==> src/rtl/rv_pkg.sv <==
// RV32I core shared definitions
`default_nettype none

package rv_pkg;

    // One instruction word, viewed as R-type or I-type
    typedef union packed {
        struct packed {
            logic [6:0] funct7;
            logic [4:0] rs2;
            logic [4:0] rs1;
            logic [2:0] funct3;
            logic [4:0] rd;
            logic [6:0] opcode;
        } r;
        struct packed {
            logic [11:0] imm12;
            logic [4:0]  rs1;
            logic [2:0]  funct3;
            logic [4:0]  rd;
            logic [6:0]  opcode;
        } i;
    } instr_u;

    typedef enum logic [3:0] {
        ALU_ADD,
        ALU_SUB,
        ALU_SLL,
        ALU_SLT,
        ALU_SLTU,
        ALU_XOR,
        ALU_SRL,
        ALU_SRA,
        ALU_OR,
        ALU_AND
    } alu_op_e;

    parameter logic [6:0] OPC_OP     = 7'b0110011;
    parameter logic [6:0] OPC_OP_IMM = 7'b0010011;

    parameter logic [2:0] F3_ADD  = 3'b000;
    parameter logic [2:0] F3_SLL  = 3'b001;
    parameter logic [2:0] F3_SLT  = 3'b010;
    parameter logic [2:0] F3_SLTU = 3'b011;
    parameter logic [2:0] F3_XOR  = 3'b100;
    parameter logic [2:0] F3_SR   = 3'b101;
    parameter logic [2:0] F3_OR   = 3'b110;
    parameter logic [2:0] F3_AND  = 3'b111;

    // Upper bits for SUB and SRA, also upper immediate of SRAI
    parameter logic [6:0] F7_BASE = 7'b0000000;
    parameter logic [6:0] F7_ALT  = 7'b0100000;

    // APB byte offsets
    parameter logic [11:0] REG_CTRL      = 12'h000;
    parameter logic [11:0] REG_STATUS    = 12'h004;
    parameter logic [11:0] REG_PROG_LEN  = 12'h008;
    parameter logic [11:0] REG_RETIRED   = 12'h00C;
    parameter logic [11:0] REG_RF_BASE   = 12'h100;
    parameter logic [11:0] REG_IMEM_BASE = 12'h400;

endpackage

`default_nettype wire

==> src/rtl/rv_core_top.sv <==
// RV32I core top level
`default_nettype none

interface exec_if;
    import rv_pkg::*;

    logic        valid;
    alu_op_e     aluop;
    logic [4:0]  dst;
    logic [31:0] srca;
    logic [31:0] srcb;
    logic        wen;

    modport producer (output valid, aluop, dst, srca, srcb, wen);
    modport consumer (input valid, aluop, dst, srca, srcb, wen);
endinterface


`default_nettype wire

==> src/rtl/alu_stage.sv <==
// Execute and write-back stage
`default_nettype none

module alu_stage (
    input  logic        clk,
    input  logic        reset,
    exec_if.consumer    ex,
    output logic        rf_wen,
    output logic [4:0]  rf_wa,
    output logic [31:0] rf_wd,
    output logic        retire
);
    import rv_pkg::*;

    logic        valid_q;
    logic        wen_q;
    alu_op_e     aluop_q;
    logic [4:0]  dst_q;
    logic [31:0] srca_q;
    logic [31:0] srcb_q;
    logic [4:0]  shamt;
    logic [31:0] result;

    always_ff @(posedge clk) begin
        if (reset) begin
            valid_q <= 1'b0;
            wen_q   <= 1'b0;
        end else begin
            valid_q <= ex.valid;
            wen_q   <= ex.wen;
        end
    end

    always_ff @(posedge clk) begin
        aluop_q <= ex.aluop;
        dst_q   <= ex.dst;
        srca_q  <= ex.srca;
        srcb_q  <= ex.srcb;
    end

    assign shamt = srcb_q[4:0];

    always_comb begin
        case (aluop_q)
            ALU_ADD:  result = srca_q + srcb_q;
            ALU_SUB:  result = srca_q - srcb_q;
            ALU_SLL:  result = srca_q << shamt;
            ALU_SLT:  result = {31'd0, $signed(srca_q) < $signed(srcb_q)};
            ALU_SLTU: result = {31'd0, srca_q < srcb_q};
            ALU_XOR:  result = srca_q ^ srcb_q;
            ALU_SRL:  result = srca_q >> shamt;
            ALU_SRA:  result = $unsigned($signed(srca_q) >>> shamt);
            ALU_OR:   result = srca_q | srcb_q;
            ALU_AND:  result = srca_q & srcb_q;
            default:  result = '0;
        endcase
    end

    // Writes to x0 still retire but leave the file alone
    assign rf_wen = valid_q & wen_q;
    assign rf_wa  = dst_q;
    assign rf_wd  = result;
    assign retire = valid_q;

    assert property (@(posedge clk) disable iff (reset) rf_wen |-> retire && rf_wa != 5'd0);

endmodule

`default_nettype wire

==> src/flat_wrapper.sv <==
// flat-port wrapper written by rule: the top's interface ports become plain ports
module alu_stage_flat import rv_pkg::*;
  (clk, reset, rf_wen, rf_wa, rf_wd, retire, ex_valid, ex_aluop, ex_dst, ex_srca, ex_srcb, ex_wen);
  exec_if ex_i ();
  input  logic clk;
  input  logic reset;
  output logic rf_wen;
  output logic [4:0] rf_wa;
  output logic [31:0] rf_wd;
  output logic retire;
  input wire logic [$bits(ex_i.valid)-1:0] ex_valid;
  input wire logic [$bits(ex_i.aluop)-1:0] ex_aluop;
  input wire logic [$bits(ex_i.dst)-1:0] ex_dst;
  input wire logic [$bits(ex_i.srca)-1:0] ex_srca;
  input wire logic [$bits(ex_i.srcb)-1:0] ex_srcb;
  input wire logic [$bits(ex_i.wen)-1:0] ex_wen;
  assign ex_i.valid = ex_valid;
  assign ex_i.aluop = ex_aluop;
  assign ex_i.dst = ex_dst;
  assign ex_i.srca = ex_srca;
  assign ex_i.srcb = ex_srcb;
  assign ex_i.wen = ex_wen;
  alu_stage u_core (.clk(clk), .reset(reset), .ex(ex_i), .rf_wen(rf_wen), .rf_wa(rf_wa), .rf_wd(rf_wd), .retire(retire));
endmodule
==> config.mk <==
export PLATFORM = sky130hd
export DESIGN_NAME = alu_stage_flat
export DESIGN_NICKNAME = d
export VERILOG_FILES = /design/src/rtl/rv_pkg.sv /design/src/rtl/rv_core_top.sv /design/src/rtl/alu_stage.sv /design/src/flat_wrapper.sv
export SDC_FILE = /design/constraint.sdc
export NUM_CORES = 1
export LEC_CHECK = 0
export BUFFER_PORTS_ARGS = -buffer_cell sky130_fd_sc_hd__buf_2
export CORE_UTILIZATION = 65
export DETAILED_ROUTE_END_ITERATION = 6
export PLACE_DENSITY = 0.95
export RECOVER_POWER = 50
export SETUP_SLACK_MARGIN = 0.2
export SLEW_MARGIN = 10
export SYNTH_ARGS = -nofsm -noshare
export SYNTH_HDL_FRONTEND = slang
export SYNTH_SLANG_ARGS = --single-unit
==> constraint.sdc <==
create_clock -name clk -period 14.4 [get_ports clk]
set_clock_uncertainty 0.05 [all_clocks]
set_input_delay 3.6 -clock clk [delete_from_list [all_inputs] [get_ports clk]]
set_output_delay 3.6 -clock clk [all_outputs]
set_load 0.05 [all_outputs]
After elaboration in Yosys (flattened, before gate mapping)
Cells that the tools add are included.

Register bits: 75. Input port bits: 77. Output and inout port bits: 39. Logic and storage cells: 28.

$add $sub $neg: 2. Order comparisons: 2. Eq/ne operators: 9. Shift operators: 3. Muxes and demuxes: 1. Bitwise operators: 4. Reductions and logical operators: 1.

Operator list (number): $pmux 32 s10 (1); $lt 32x32->1 (2); $add 32x32->32 (1); $and 32x32->32 (1); $or 32x32->32 (1); $shl 32x5->32 (1); $shr 32x5->32 (1); $sshr 32x5->32 (1); $sub 32x32->32 (1); $xor 32x32->32 (1); $eq 4x3->1 const B (4); $eq 4x2->1 const B (2); $eq 4x4->1 const B (2); $eq 4x1->1 const B (1); $logic_not 4->1 (1); $and 1x1->1 (1).

Longest topological paths before layout
Depth in word-level cells: 2. Depth in mapped cells: 16. Mapped depth without buffers: 14.

Worst setup path after synthesis
No wires, ideal clock.

Path type: register to output. Start: register u_core.srcb_q[2]. End: output rf_wd[19]. Arrival time: 4247 ps. Data required time: 10750 ps. Setup slack: 6503 ps. Cell stages (with the launch flop): 14. Path buffers: 4. Path through: dfxtp_1 > clkbuf_1 > inv_1 > buf_1 > buf_1 > ha_1 > buf_6 > or4_4 > a211o_1 > a31oi_2 > o21ai_2 > mux2i_1 > a21oi_1 > o21ai_0.

Word-level cells in the longest chain between the ends: 2. Elaborated cells on any way between the ends: 6. Classes of those cells: add/sub: 2; shift: 3; mux: 1.

RTL lines: start: declaration (line alu_stage.sv:20) `logic [31:0] srcb_q;`; start signal: assignment (line alu_stage.sv:38) `srcb_q <= ex.srcb;`; $sub 32x32->32, or another cell as far along (line alu_stage.sv:46) `ALU_SUB: result = srca_q - srcb_q;`; $pmux 32 s10 (*) (line alu_stage.sv:44) `case (aluop_q)`; end: declaration (line flat_wrapper.sv:9) `output logic [31:0] rf_wd;`.

Every way passes the cells marked *; elsewhere a longest branch is shown, timed or not.

Final worst setup path
Start: register u_core.srcb_q[3]. End: output rf_wd[31].

The elaborated chain is that of the path after synthesis.

==> impl_metrics.json <==
{
  "path_max_fanout": 83,
  "synthCells": 1343,
  "avgSynthCellArea_um2": 7.176,
  "wl_per_cell_um": 24.01,
  "synth_area_um2": 9638,
  "drive_gt1_share_pct": 14.91,
  "die_x_um": 123.8,
  "worstPathArrival_ps": 5220,
  "drtIter0Drc": 1701,
  "final_core_util_pct": 71.82,
  "rows": 44,
  "fin_crit_ps": 8872,
  "ys.flop_type": "dfxtp_1",
  "post_cts_buffers": 0,
  "synth_edf_count": 0,
  "yosys.area.top_type": "dfxtp_1",
  "htreeDepth": 3,
  "crit_chain": "buf_4 > inv_1 > ha_1 > o211ai_1 > o21ai_0 > o2111ai_1 > nand4b_1 > a21boi_0 > o21ai_0 > a31oi_1 > o211ai_1 > o31ai_1 > a211o_1 > buf_2",
  "die_h_um": 123.8,
  "drt-total-wl_um": 37620,
  "cap_violations": 0,
  "slew_violations": 0,
  "track_usage_pct": 49.13,
  "async_flop_share_pct": 0,
  "nNetsFinal": 1553,
  "ir_drop_mv": 0.07768,
  "antenna_left": 0,
  "status": "complete, but fails checks",
  "critPathKind": "reg -> out",
  "nFillCells": 1237,
  "violations": "design-rule violations",
  "die-area_um2": 15320,
  "yosysWarnings": 0,
  "holdPathStages": 1,
  "core_area_um2": 14480,
  "via_per_inst": 7.125,
  "port_buffers": 115,
  "p_per_area_nw_per_um2": 83.11,
  "setup_violations": 0,
  "worstHoldPathType": "in -> reg",
  "area_delta_synth_final_pct": 7.893,
  "synth_seq_cells": 75,
  "antenna_found_initial": 1,
  "route.vias.total": 11170,
  "p_leak_uw": 0.004688,
  "end_kind": "output pin",
  "ys_types": 77,
  "ys_seq_area_share_pct": 15.58,
  "cts_tree": "yes",
  "remaining_drc_errors": 5,
  "start_util_pct": 66.57,
  "slew_headroom_pct": 17.94,
  "cts_root_buffer": "clkbuf_16",
  "rsz0062_at_grt": "no",
  "clk_pin_slew_ps": 70,
  "cts-buffers-inserted": 9,
  "tightest_slew_ps": 1231,
  "synth_nets": 1519,
  "grt_start_max_net_pins": 84,
  "gp_congestion": 1.046,
  "startpoint_type": "register",
  "slowest_stage": "ha_1",
  "synth_area_leaders": "dfxtp_1, ha_1, a21oi_1",
  "hpwl_um": 27890,
  "cts_sinks": 75,
  "ios": 116,
  "setup-tns-final_ps": 0,
  "required_ps": 10750,
  "firstDrtPassIters": 7,
  "slowest_delay_ps": 660,
  "hold_viol_final": 0,
  "grt_pass1_vias": 10300,
  "synth_top_cell_area_share_pct": 15.58,
  "cts_buffer_depth": 2,
  "grt_pass1_wl_um": 56350,
  "fin_crit_sh_pct": 61.61,
  "clock.fmax_mhz": 112.7,
  "grt_overflow_total": 0,
  "hold_buffers": 0,
  "cts_resized": 0
}
==> per-stage QoR <==
| stage | hold slack [ps] | total power, µW | cells | cell area (µm²) | worst slack, ps |
|---|---|---|---|---|---|
| floorplan | 3578 | 507.3 | 1343 | 9638 | 6503 |
| global placement | 3652 | 599.6 | 1550 | 10090 | 6179 |
| detailed placement | 3654 | 603.1 | 1550 | 10090 | 6135 |
| global route | 3284 | 895.5 | 1566 | 10400 | 5261 |
| finish | 3286 | 864.3 | 1567 | 10400 | 5528 |
| CTS | 3285 | 846.0 | 1566 | 10400 | 5720 |
==> cells in the final DEF, fill, tap and decap left out, types with 12 or more instances in the layout <==
| cell | netlist | routed |
|---|---|---|
| o211ai_1 | 33 | 33 |
| nand2b_1 | 15 | 15 |
| buf_2 | 27 | 115 |
| dfxtp_1 | 75 | 71 |
| ha_1 | 97 | 97 |
| a31oi_1 | 19 | 19 |
| nor3_1 | 30 | 30 |
| xnor2_1 | 19 | 19 |
| buf_4 | 3 | 12 |
| nor2b_1 | 18 | 18 |
| nor2_1 | 158 | 158 |
| a21o_1 | 16 | 16 |
| a221oi_1 | 22 | 22 |
| nand2_1 | 104 | 104 |
| a21oi_1 | 133 | 133 |
| o21bai_1 | 14 | 14 |
| o21ai_0 | 100 | 100 |
| nand3_1 | 18 | 18 |
| mux4_2 | 17 | 17 |
| mux2_2 | 16 | 16 |
| inv_1 | 97 | 96 |
| and2_1 | 13 | 13 |
| mux2i_1 | 39 | 39 |
| a211oi_1 | 42 | 42 |
==> cell families (layout without fill, tap and decap cells) <==
| group | after synthesis | in the layout | share of synthesized area, % |
|---|---|---|---|
| other cells | 0 | 1 | 0 |
| flops | 75 | 75 | 15.58 |
| mux | 72 | 72 | 9.892 |
| buf+inv | 202 | 241 | 8.529 |
| compound gates | 480 | 480 | 32.75 |
| simple gates | 395 | 395 | 18.42 |
| fa+ha+maj | 99 | 99 | 13.01 |
| xor+xnor | 20 | 20 | 1.817 |
==> layer usage <==
metal  track usage (%)  vias up  part of all wire [%]
met3             15.52      246                    14
met4             39.98        0                   9.4
met5                 0        -                     0
li1                  -     4940                     -
met2             71.32     1003                    40
met1             59.23     4976                    36
==> critical path, delay by kind of cell (launching register included) <==
kind / cells / cell delay, ps
buf+inv: 3 / 1410
fa+ha+maj: 1 / 660
flops: 1 / 310
simple gates: 1 / 220
compound gates: 9 / 2250
==> Yosys cell counts (27+ instances only) <==
cell type and instances:
o211ai_1 33, a211oi_1 42, nor3_1 30, a21oi_1 133, dfxtp_1 75, ha_1 97
inv_1 97, nor2_1 158, nand2_1 104, mux2i_1 39, buf_2 27, clkbuf_1 55
o21ai_0 100
==> worst paths after layout <==
| path | start | to | slack [ps] |
|---|---|---|---|
| min | ex_srcb[14] | u_core.srcb_q[14] | 3290 |
| max | u_core.srcb_q[3] | rf_wd[31] | 5530 |
==> where the power goes <==
group | switching, µW | internal [µW] | leakage (µW)
sequential | 19.4 | 219 | 0.000633
combinational | 254 | 127 | 0.00390
clock | 108 | 138 | 0.000153
total | 381 | 484 | 0.00469
==> sequential cells by signal (all words and copies together), names as in the netlist <==
signal,flops
u_core.aluop_q,4
u_core.retire,1
u_core.rf_wa,5
u_core.srca_q,32
u_core.srcb_q,32
u_core.wen_q,1
==> layout make-up <==
class / instances / area, µm² / share of cell area, %
well taps: 184 / 230.2 / 2.214
diodes: 1 / 2.502 / 0.02406
repair buffers: 127 / 665.6 / 6.401
inverters: 98 / 367.9 / 3.537
clock buffers: 9 / 225.2 / 2.166
flip-flops and latches: 75 / 1506 / 14.49
multi-input cells: 1066 / 7320 / 70.39
clock inverters: 7 / 81.33 / 0.7821
Note: power is estimated with default switching activity, not from simulation.
